<file path="src/design/soc_ctrl_pkg.sv">
package soc_ctrl_pkg;

	// --------------------------------------------------
	// Wishbone side
	// --------------------------------------------------
	typedef logic [31:0] wb_addr_t;
	typedef logic [31:0] wb_data_t;
	typedef logic [3:0]  wb_sel_t;

	// Request as held by the master until ack
	typedef struct packed {
		wb_addr_t adr;
		wb_data_t dat_w;
		wb_sel_t  sel;
		logic     we;
	} wb_req_t;

	typedef struct packed {
		wb_data_t dat_r;
		logic     ack;
		logic     err;
	} wb_rsp_t;

	// --------------------------------------------------
	// CSR side
	// --------------------------------------------------
	// Word address, top 4 bits bank and low 10 bits register
	typedef logic [13:0] csr_addr_t;
	typedef logic [31:0] csr_data_t;

	typedef struct packed {
		csr_addr_t a;
		logic      we;
		csr_data_t dw;
	} csr_req_t;

	// Address bits 30:28, bit 31 is a shadow of the same map
	typedef enum logic [2:0] {
		REGION_FLASH = 3'b000,
		REGION_DEBUG = 3'b001,
		REGION_USB   = 3'b010,
		REGION_ETH   = 3'b011,
		REGION_SDRAM = 3'b100,
		REGION_CSR   = 3'b110
	} region_t;

	typedef enum logic [1:0] {
		IDLE,
		ISSUE,
		WAIT,
		DONE
	} bridge_state_t;

	localparam logic [3:0] SYSCTL_BANK = 4'd1;

	// System controller register map
	localparam logic [9:0] REG_GPIO_IN     = 10'd0;
	localparam logic [9:0] REG_GPIO_OUT    = 10'd1;
	localparam logic [9:0] REG_GPIO_IRQ_EN = 10'd2;
	localparam logic [9:0] REG_BUS_ERR_EN  = 10'd3;
	localparam logic [9:0] REG_SYSTEM_ID   = 10'd4;
	localparam logic [9:0] REG_HARD_RESET  = 10'd5;

	// Locked area is the low 256 KiB
	localparam int LOCKED_ADDR_BITS = 14;

	// pcb_revision[3:0], btn3, btn2, btn1
	localparam int N_GPIO_IN  = 7;
	localparam int N_GPIO_OUT = 2;

endpackage

</file>
<file path="src/design/reset_sequencer.sv">
`timescale 1ns/1ps

module reset_sequencer #(
	parameter int RESET_DEBOUNCE_WIDTH = 20,
	parameter int FLASH_RESET_WIDTH    = 8
) (
	input  logic       sys_clk,
	input  logic       trigger_reset,
	input  logic [2:0] btn_i,
	input  logic       hard_reset_i,
	output logic       sys_rst_o,
	output logic       flash_rst_n_o,
	output logic       periph_rst_n_o
);

	logic                            rst_req_q;
	logic [RESET_DEBOUNCE_WIDTH-1:0] debounce_q;
	logic                            sys_rst_q;
	logic [FLASH_RESET_WIDTH-1:0]    flash_cnt_q;

	// Any of the three sources restarts the whole sequence
	always_ff @(posedge sys_clk) begin
		if (trigger_reset)
			rst_req_q <= 1'b1;
		else
			rst_req_q <= (&btn_i) | hard_reset_i;
	end

	// --------------------------------------------------
	// Debounce counter, holds sys_rst until it drains
	// --------------------------------------------------
	always_ff @(posedge sys_clk) begin
		if (rst_req_q)
			debounce_q <= '1;
		else if (debounce_q != '0)
			debounce_q <= debounce_q - 1'b1;
		// Enter reset on the same edge that clears the flash counter
		sys_rst_q <= rst_req_q | (debounce_q != '0);
	end

	// Flash leaves reset well before the system does
	always_ff @(posedge sys_clk) begin
		if (rst_req_q)
			flash_cnt_q <= '0;
		else if (!flash_cnt_q[FLASH_RESET_WIDTH-1])
			flash_cnt_q <= flash_cnt_q + 1'b1;
	end

	assign sys_rst_o      = sys_rst_q;
	assign flash_rst_n_o  = flash_cnt_q[FLASH_RESET_WIDTH-1];
	assign periph_rst_n_o = ~sys_rst_q;

	// First fetch after reset goes to flash, so it must already be out of reset
	assert property (@(posedge sys_clk) $fell(sys_rst_q) |-> flash_rst_n_o)
		else $error("sys_rst released while flash still in reset");

endmodule

</file>
<file path="src/design/wb_decoder.sv">
`timescale 1ns/1ps

module wb_decoder import soc_ctrl_pkg::*; (
	input  logic      sys_clk,
	input  logic      sys_rst_i,
	input  wb_req_t   wb_req_i,
	input  logic      wb_cyc_i,
	input  logic      wb_stb_i,
	input  logic      bus_err_en_i,
	input  logic      csr_done_i,
	input  csr_data_t csr_dat_i,
	output logic      csr_valid_o,
	output wb_req_t   csr_wb_o,
	output wb_rsp_t   wb_rsp_o
);

	logic    busy_q;
	logic    stub_ack_q;
	wb_req_t req_q;
	region_t region_q;
	logic    locked_q;
	logic    ack;
	logic    accept;

	// Bit 31 is not looked at, upper half mirrors the lower
	function automatic region_t decode_region(input wb_addr_t adr);
		casez (adr[30:28])
			3'b000:  return REGION_FLASH;
			3'b001:  return REGION_DEBUG;
			3'b010:  return REGION_USB;
			3'b011:  return REGION_ETH;
			3'b10?:  return REGION_SDRAM;
			default: return REGION_CSR;
		endcase
	endfunction

	assign ack    = stub_ack_q | csr_done_i;
	assign accept = wb_cyc_i & wb_stb_i & ~busy_q & ~ack;

	// --------------------------------------------------
	// Request capture
	// --------------------------------------------------
	always_ff @(posedge sys_clk) begin
		if (accept) begin
			req_q    <= wb_req_i;
			region_q <= decode_region(wb_req_i.adr);
			locked_q <= (wb_req_i.adr[31 -: LOCKED_ADDR_BITS] == '0);
		end
	end

	always_ff @(posedge sys_clk) begin
		if (sys_rst_i) begin
			busy_q     <= 1'b0;
			stub_ack_q <= 1'b0;
		end else begin
			stub_ack_q <= 1'b0;
			if (accept)
				busy_q <= 1'b1;
			else if (busy_q && ack)
				busy_q <= 1'b0;
			else if (busy_q && region_q != REGION_CSR)
				// No slave behind these regions, answer right away
				stub_ack_q <= 1'b1;
		end
	end

	assign csr_valid_o = busy_q && (region_q == REGION_CSR);
	assign csr_wb_o    = req_q;

	// Stub regions read as zero
	assign wb_rsp_o.dat_r = csr_done_i ? csr_dat_i : '0;
	assign wb_rsp_o.ack   = ack;
	assign wb_rsp_o.err   = ack & bus_err_en_i & locked_q;

	assert property (@(posedge sys_clk) disable iff (sys_rst_i)
		wb_rsp_o.ack |=> !wb_rsp_o.ack)
		else $error("Wishbone ack held for more than one cycle");

endmodule

</file>
<file path="src/design/csr_bridge.sv">
`timescale 1ns/1ps

module csr_bridge import soc_ctrl_pkg::*; (
	input  logic      sys_clk,
	input  logic      sys_rst_i,
	input  logic      csr_valid_i,
	input  wb_req_t   csr_wb_i,
	input  csr_data_t csr_rdata_i,
	output csr_req_t  csr_o,
	output logic      csr_done_o,
	output csr_data_t csr_dat_o
);

	bridge_state_t state_q;
	bridge_state_t state_d;
	csr_data_t     rdata_q;

	// --------------------------------------------------
	// FSM
	// --------------------------------------------------
	always_comb begin
		state_d = state_q;
		case (state_q)
			IDLE: begin
				if (csr_valid_i)
					state_d = ISSUE;
			end
			ISSUE:   state_d = WAIT;
			// Slave registers its read data during this cycle
			WAIT:    state_d = DONE;
			DONE:    state_d = IDLE;
			default: state_d = IDLE;
		endcase
	end

	always_ff @(posedge sys_clk) begin
		if (sys_rst_i)
			state_q <= IDLE;
		else
			state_q <= state_d;
	end

	// Capture the slave word on the way into DONE
	always_ff @(posedge sys_clk) begin
		if (state_q == WAIT)
			rdata_q <= csr_rdata_i;
	end

	// Word address from byte address bits 15:2
	assign csr_o.a  = csr_wb_i.adr[15:2];
	assign csr_o.dw = csr_wb_i.dat_w;
	assign csr_o.we = (state_q == ISSUE) & csr_wb_i.we;

	assign csr_done_o = (state_q == DONE);
	assign csr_dat_o  = rdata_q;

	// A write strobe only follows a fresh request out of IDLE
	assert property (@(posedge sys_clk) disable iff (sys_rst_i)
		csr_o.we |-> state_q == ISSUE && $past(state_q) == IDLE && csr_valid_i)
		else $error("CSR write strobe outside ISSUE");

endmodule

</file>
<file path="src/design/sysctl_regs.sv">
`timescale 1ns/1ps

module sysctl_regs import soc_ctrl_pkg::*; #(
	parameter csr_data_t SYSTEM_ID = 32'h13004D31
) (
	input  logic                  sys_clk,
	input  logic                  sys_rst_i,
	input  csr_req_t              csr_i,
	output csr_data_t             csr_o,
	input  logic [N_GPIO_IN-1:0]  gpio_in_i,
	output logic [N_GPIO_OUT-1:0] gpio_out_o,
	output logic                  gpio_irq_o,
	output logic                  bus_err_en_o,
	output logic                  hard_reset_o
);

	logic [N_GPIO_IN-1:0]  gpio_meta_q;
	logic [N_GPIO_IN-1:0]  gpio_sync_q;
	logic [N_GPIO_IN-1:0]  gpio_prev_q;
	logic [N_GPIO_OUT-1:0] gpio_out_q;
	logic                  irq_en_q;
	logic                  irq_q;
	logic                  bus_err_en_q;
	logic                  hard_reset_q;
	csr_data_t             rdata_q;
	logic                  bank_hit;
	logic [9:0]            reg_idx;
	logic                  wr;

	assign bank_hit = (csr_i.a[13:10] == SYSCTL_BANK);
	assign reg_idx  = csr_i.a[9:0];
	assign wr       = bank_hit & csr_i.we;

	// --------------------------------------------------
	// Input synchroniser and change detect
	// --------------------------------------------------
	always_ff @(posedge sys_clk) begin
		gpio_meta_q <= gpio_in_i;
		gpio_sync_q <= gpio_meta_q;
		gpio_prev_q <= gpio_sync_q;
	end

	always_ff @(posedge sys_clk) begin
		if (sys_rst_i)
			irq_q <= 1'b0;
		else
			irq_q <= irq_en_q && (gpio_sync_q != gpio_prev_q);
	end

	// --------------------------------------------------
	// Writable registers
	// --------------------------------------------------
	always_ff @(posedge sys_clk) begin
		if (sys_rst_i) begin
			gpio_out_q   <= '0;
			irq_en_q     <= 1'b0;
			bus_err_en_q <= 1'b0;
			hard_reset_q <= 1'b0;
		end else begin
			// Write of any value restarts the board
			hard_reset_q <= wr && (reg_idx == REG_HARD_RESET);
			if (wr) begin
				case (reg_idx)
					REG_GPIO_OUT:    gpio_out_q   <= csr_i.dw[N_GPIO_OUT-1:0];
					REG_GPIO_IRQ_EN: irq_en_q     <= csr_i.dw[0];
					REG_BUS_ERR_EN:  bus_err_en_q <= csr_i.dw[0];
					default: ;
				endcase
			end
		end
	end

	// Read data follows the address every cycle
	always_ff @(posedge sys_clk) begin
		if (!bank_hit) begin
			rdata_q <= '0;
		end else begin
			case (reg_idx)
				REG_GPIO_IN:     rdata_q <= csr_data_t'(gpio_sync_q);
				REG_GPIO_OUT:    rdata_q <= csr_data_t'(gpio_out_q);
				REG_GPIO_IRQ_EN: rdata_q <= csr_data_t'(irq_en_q);
				REG_BUS_ERR_EN:  rdata_q <= csr_data_t'(bus_err_en_q);
				REG_SYSTEM_ID:   rdata_q <= SYSTEM_ID;
				default:         rdata_q <= '0;
			endcase
		end
	end

	assign csr_o        = rdata_q;
	assign gpio_out_o   = gpio_out_q;
	assign gpio_irq_o   = irq_q;
	assign bus_err_en_o = bus_err_en_q;
	assign hard_reset_o = hard_reset_q;

endmodule

</file>
<file path="src/design/soc_ctrl_top.sv">
`timescale 1ns/1ps

module soc_ctrl_top import soc_ctrl_pkg::*; #(
	parameter int        RESET_DEBOUNCE_WIDTH = 20,
	parameter int        FLASH_RESET_WIDTH    = 8,
	parameter csr_data_t SYSTEM_ID            = 32'h13004D31
) (
	input  logic                  sys_clk,
	input  logic                  trigger_reset,
	input  wb_req_t               wb_req_i,
	input  logic                  wb_cyc_i,
	input  logic                  wb_stb_i,
	input  logic [2:0]            btn_i,
	input  logic [3:0]            pcb_revision_i,
	output wb_rsp_t               wb_rsp_o,
	output logic [N_GPIO_OUT-1:0] led_o,
	output logic                  gpio_irq_o,
	output logic                  flash_rst_n_o,
	output logic                  periph_rst_n_o
);

	logic      sys_rst;
	logic      hard_reset;
	logic      bus_err_en;
	logic      csr_valid;
	wb_req_t   csr_wb;
	logic      csr_done;
	csr_data_t csr_dat;
	csr_req_t  csr_req;
	csr_data_t csr_rdata;

	// --------------------------------------------------
	// Reset generation
	// --------------------------------------------------
	reset_sequencer #(
		.RESET_DEBOUNCE_WIDTH(RESET_DEBOUNCE_WIDTH),
		.FLASH_RESET_WIDTH(FLASH_RESET_WIDTH)
	) reset_sequencer_inst (
		.sys_clk(sys_clk),
		.trigger_reset(trigger_reset),
		.btn_i(btn_i),
		.hard_reset_i(hard_reset),
		.sys_rst_o(sys_rst),
		.flash_rst_n_o(flash_rst_n_o),
		.periph_rst_n_o(periph_rst_n_o)
	);

	// --------------------------------------------------
	// Bus path
	// --------------------------------------------------
	wb_decoder wb_decoder_inst (
		.sys_clk(sys_clk),
		.sys_rst_i(sys_rst),
		.wb_req_i(wb_req_i),
		.wb_cyc_i(wb_cyc_i),
		.wb_stb_i(wb_stb_i),
		.bus_err_en_i(bus_err_en),
		.csr_done_i(csr_done),
		.csr_dat_i(csr_dat),
		.csr_valid_o(csr_valid),
		.csr_wb_o(csr_wb),
		.wb_rsp_o(wb_rsp_o)
	);

	csr_bridge csr_bridge_inst (
		.sys_clk(sys_clk),
		.sys_rst_i(sys_rst),
		.csr_valid_i(csr_valid),
		.csr_wb_i(csr_wb),
		.csr_rdata_i(csr_rdata),
		.csr_o(csr_req),
		.csr_done_o(csr_done),
		.csr_dat_o(csr_dat)
	);

	// Inputs packed as pcb revision over the buttons
	sysctl_regs #(
		.SYSTEM_ID(SYSTEM_ID)
	) sysctl_regs_inst (
		.sys_clk(sys_clk),
		.sys_rst_i(sys_rst),
		.csr_i(csr_req),
		.csr_o(csr_rdata),
		.gpio_in_i({pcb_revision_i, btn_i}),
		.gpio_out_o(led_o),
		.gpio_irq_o(gpio_irq_o),
		.bus_err_en_o(bus_err_en),
		.hard_reset_o(hard_reset)
	);

endmodule

</file>
<file path="config.mk">
export PLATFORM = sky130hd
export DESIGN_NAME = soc_ctrl_top
export DESIGN_NICKNAME = d
export VERILOG_FILES = /design/src/design/soc_ctrl_pkg.sv /design/src/design/reset_sequencer.sv /design/src/design/wb_decoder.sv /design/src/design/csr_bridge.sv /design/src/design/sysctl_regs.sv /design/src/design/soc_ctrl_top.sv
export SDC_FILE = /design/constraint.sdc
export NUM_CORES = 1
export LEC_CHECK = 0
export BUFFER_PORTS_ARGS = -buffer_cell sky130_fd_sc_hd__buf_2
export CAP_MARGIN = 20
export CORE_MARGIN = 3
export CORE_UTILIZATION = 55
export DETAILED_ROUTE_END_ITERATION = 7
export MAX_ROUTING_LAYER = met4
export PLACE_DENSITY = 0.95
export SLEW_MARGIN = 20
export SYNTH_ARGS = -nofsm -noshare
export SYNTH_HDL_FRONTEND = slang
export SYNTH_SLANG_ARGS = --single-unit
</file>
<file path="constraint.sdc">
create_clock -name sys_clk -period 5.15 [get_ports sys_clk]
set_input_delay 1.2875 -clock sys_clk [delete_from_list [all_inputs] [get_ports sys_clk]]
set_output_delay 1.2875 -clock sys_clk [all_outputs]
set_load 0.1 [all_outputs]
</file>
Word-level counts from Yosys, hierarchy flattened
Cells that the tools add are included.

storage, ports and cells
  register bits after elaboration = 148
  input bits = 80
  output and inout bits = 39
  logic and storage cells = 80

cells by class
  add/sub/neg operators = 2
  equality and inequality tests = 17
  mux-type cells = 9
  bitwise logic cells = 13
  reductions and logical operators = 16

operator list
  kind                                                                     count
  29-bit case mux with 5 select lines                                      1
  32-bit two-way mux                                                       1
  10-bit by 2-bit equality test with 1-bit output (second input constant)  2
  10-bit by 3-bit equality test with 1-bit output (second input constant)  2
  20-bit nonzero test                                                      1
  20-bit by 1-bit subtractor with 20-bit output (second input constant)    1
  3-bit case mux with 5 select lines                                       1
  14-bit zero test                                                         1
  10-bit by 1-bit equality test with 1-bit output (second input constant)  1
  10-bit zero test                                                         1
  8-bit by 1-bit adder with 8-bit output (second input constant)           1
  8-bit two-way mux                                                        1
  2-bit case mux with 4 select lines                                       1
  1-bit bitwise AND                                                        7
  7-bit != test                                                            1
  2-bit equality test (second input constant)                              3
  3-bit by 2-bit equality test with 1-bit output (second input constant)   2
  2-bit AND reduction                                                      3
  1-bit logical AND                                                        5
  4-bit by 1-bit equality test with 1-bit output (second input constant)   1
  3-bit by 1-bit equality test with 1-bit output (second input constant)   1
  3-bit equality test (second input constant)                              1
  3-bit zero test                                                          1
  1-bit two-way mux                                                        3
  other kinds (10)                                                         14

Logic depth before layout (Yosys ltp)
  word-level depth = 5
  mapped depth = 7
  depth with buffers taken out = 6

Hierarchy
A second synthesis with hierarchy kept.

unflattened totals
  cell total of the unflattened synthesis = 502
  area total of the unflattened synthesis = 6839.1 um^2

modules (own cells, without submodules)
  module           instances  cells each  area each (um^2)  sequential area each (um^2)
  wb_decoder       1          129         2581.2            2232.1
  reset_sequencer  1          168         1510.2            600.6
  csr_bridge       1          94          1455.1            1001.0
  sysctl_regs      1          111         1292.5            700.7

Worst setup path before layout
OpenSTA, ideal clock, no wires.

  path type = input to register
  start = input wb_cyc_i
  end = register wb_decoder_inst.req_q, in the netlist wb_decoder_inst.csr_wb_o[0] (enable)
  setup time = 0.430 ns
  arrival time = 3.012 ns
  required time = 4.720 ns
  path slack = 1.708 ns
  stages = 2
  cells stage by stage = and2_0 nor3b_1

on the way
  word-level cells in the longest chain between the ends = 3

ends and longest elaborated chain
  what                             RTL line            source
  start: declaration               soc_ctrl_top.sv:11  input logic wb_cyc_i,
  1-bit bitwise AND (3 in series)  wb_decoder.sv:38    assign accept = wb_cyc_i & wb_stb_i & ~busy_q & ~ack;
  net wb_decoder_inst.accept       wb_decoder.sv:23    logic accept;
  end signal: assignment           wb_decoder.sv:45    req_q <= wb_req_i;
  end: declaration                 wb_decoder.sv:19    wb_req_t req_q;

The timed path passes the listed nets, and every way through them passes these cells.
A chain may end at the register's enable or synchronous reset.

==> qor.csv <==
metric;value;unit
VDD IR max;0.2940;mV
final wirelength;7015;µm
HP Class;reg -> reg;
antenna cells;0;
Worst-Skew Late Latency;0.36;ns
Main synth FF type;dfxtp_1;
core box area;6907;µm²
clock sink total;98;
Seq cells post-synth;98;
die extent in x;90.95;µm
post-synthesis cell count;356;
placed cells;497;
initial DRC count;131;
Initial Utilization;57.46;%
fin crit share;60.97;%
Final Worst Setup Slack;2.010;ns
worst-margin pin slew;0.8932;ns
leakage;1.695;nW
hold_ws;0.3319;ns
commonest non-fill, non-tap cells in the layout;dfxtp_1 (69), buf_2 (62), edfxtp_1 (29), nor2_1 (23), conb_1 (18);
Layout Cells excl Fill;513;
GRT overflow;0;
critical path startpoint category;flip-flop;
commonest non-fill, non-tap cell in the layout;dfxtp_1;
share of post-route cells with drive strength above 1;22.30;%
Post-synth ARST share;0;%
fin. max-slew vios;0;
Critical Path AT;1.85;ns
pre-CTS setup slack;2.392;ns
Mapped Avg Cell Area;11.15;µm²
library cells used by synthesis;57;
final setup TNS;0;ns
Ports;119;
die area;8271;µm²
Total GRT Usage;17.49;%
highest clock rate;318.5;MHz
Mapped Area;3969;µm²
Area contributors post-synth;dfxtp_1 (35%), edfxtp_1 (22%), buf_4 (4.7%);
root buf cell;clkbuf_8;
sequential-to-total area share from yosys stat;56.75;%
Die H;90.95;µm
RSZ-0062 raised after global routing;false;
total CTS buffers;9;
htree depth;3;
initial antenna violation count;0;
vias in the first global route;2581;
Post-route DRC;0;
first-pass iteration count of the detailed router;4;
post-CTS setup buffer count;0;
fillers;540;
nets;499;
CTS Hold Bufs;0;
post-synth top area share;34.80;%
antenna viol nets, final;0;
Rows;30;
biggest area consumer among synthesized cells;dfxtp_1;
IO Port Bufs;62;
synth warn;0;
Routed WL per cell;13.67;µm
CP Class;reg -> out;
setup violators final;0;
DR vias/cell;5.365;
detailed-route via count;2752;
crit path time final;3.140;ns
Clock Tree Buf Depth;2;
Synth-to-Final Area Change;11.66;%
Layout Utilization;64.17;%
Post-synth EDFFs;29;
skew final;0.01007;ns
post_cts resized;0;
Critical Path RT;3.86;ns
final hold vios;0;
maxcap violations;0;
CTS tree;built;
routability cong.;0.7889;
crit-path max FO;9;
headroom to the max-slew limit;40.37;%
critical path capture point type;primary output;
first-pass GRT wire length;11360;µm
pwr dens;322.2;nW/µm²
clock-pin slew on the worst setup and hold paths;0.10;ns
largest net degree at the start of global routing;27;
status;completed;
Post-DP HPWL;5063;µm
synth_stat cells (all sizes together) (9+ instances only):
library cell and n:
o21ai 12, nor2b 9, nor2 24, edfxtp 29
nor4 12, nand3 16, nand2 14, a21oi 11
nor3 11, buf 29, and2 14, mux2i 11
dfxtp 69
final timing paths:
kind	slack, ns	start	endpoint	cells past startpoint
worst max register to register	2.98	reset_sequencer_inst.debounce_q[16]	reset_sequencer_inst.debounce_q[3]	4
worst min register to register	0.33	sysctl_regs_inst.gpio_meta_q[6]	sysctl_regs_inst.gpio_sync_q[6]	0
worst max-delay path	2.01	csr_bridge_inst.state_q[1]	wb_rsp_o[0]	5
worst min-delay path	0.33	sysctl_regs_inst.gpio_meta_q[6]	sysctl_regs_inst.gpio_sync_q[6]	0
per-layer routing:
metal	GRT usage (%)	wire, µm	up-vias
met1	18.92	2838	1310
met5	-	0	-
met2	30.90	3726	77
li1	-	-	1357
met3	4.557	363	8
met4	6.281	87	0
flip-flops by register name, indices dropped and copies added, names as in the netlist:
signal and flops:
reset_sequencer_inst.debounce_q 20, wb_decoder_inst.csr_wb_o 17, csr_bridge_inst.csr_dat_o 8, reset_sequencer_inst.flash_cnt_q 8, sysctl_regs_inst.csr_o 8, sysctl_regs_inst.gpio_meta_q 7
sysctl_regs_inst.gpio_prev_q 7, sysctl_regs_inst.gpio_sync_q 7, wb_decoder_inst.region_q 3, csr_bridge_inst.state_q 2, sysctl_regs_inst.gpio_out_o 2, reset_sequencer_inst.rst_req_q 1
reset_sequencer_inst.sys_rst_o 1, sysctl_regs_inst.bus_err_en_o 1, sysctl_regs_inst.gpio_irq_o 1, sysctl_regs_inst.hard_reset_o 1, sysctl_regs_inst.irq_en_q 1, wb_decoder_inst.busy_q 1
wb_decoder_inst.locked_q 1, wb_decoder_inst.stub_ack_q 1
critical path, stage by stage, from the launching register on:
cell	delay, ns
dfxtp_1	0.39
ha_1	0.31
nor2_1	0.11
inv_1	0.10
and3_1	0.16
buf_2	0.42
where the power goes:
part,internal [W],switching (W)
Sequential,0.000818,0.0000211
Clock,0.000194,0.000293
Combinational,0.0000251,0.0000775
Total,0.00104,0.000392
metrics by stage:
stage | total power (W) | cell area [µm²]
after floorplan | 0.0009446 | 4033
after global placement | 0.0009537 | 4227
after detailed placement | 0.0009583 | 4227
after CTS | 0.001436 | 4432
after global routing | 0.001478 | 4432
final | 0.001428 | 4432
cell families (layout without fill, tap and decap cells):
group | Yosys count | after routing | synth area share, %
AOI/OAI and AO/OA | 48 | 48 | 7.976
xor gates and xnor gates | 12 | 12 | 2.648
adders and majority gates | 7 | 7 | 2.207
buffers and inverters | 43 | 87 | 7.030
DFF | 98 | 98 | 56.75
muxes | 11 | 11 | 2.774
other | 1 | 18 | 0.09449
and+or+nand+nor | 136 | 136 | 20.52
layout make-up:
class                   count  area [µm²]  share of cell area [%]
inverters                   8       30.03                  0.6776
repair buffers             63       317.8                   7.171
flip-flops and latches     98        2252                   50.82
clock buffers               9       123.9                   2.795
multi-input cells         232        1506                   33.99
clock inverters             7       81.33                   1.835
well taps                  96       120.1                   2.710
Note: power is estimated with default switching activity, not from simulation.
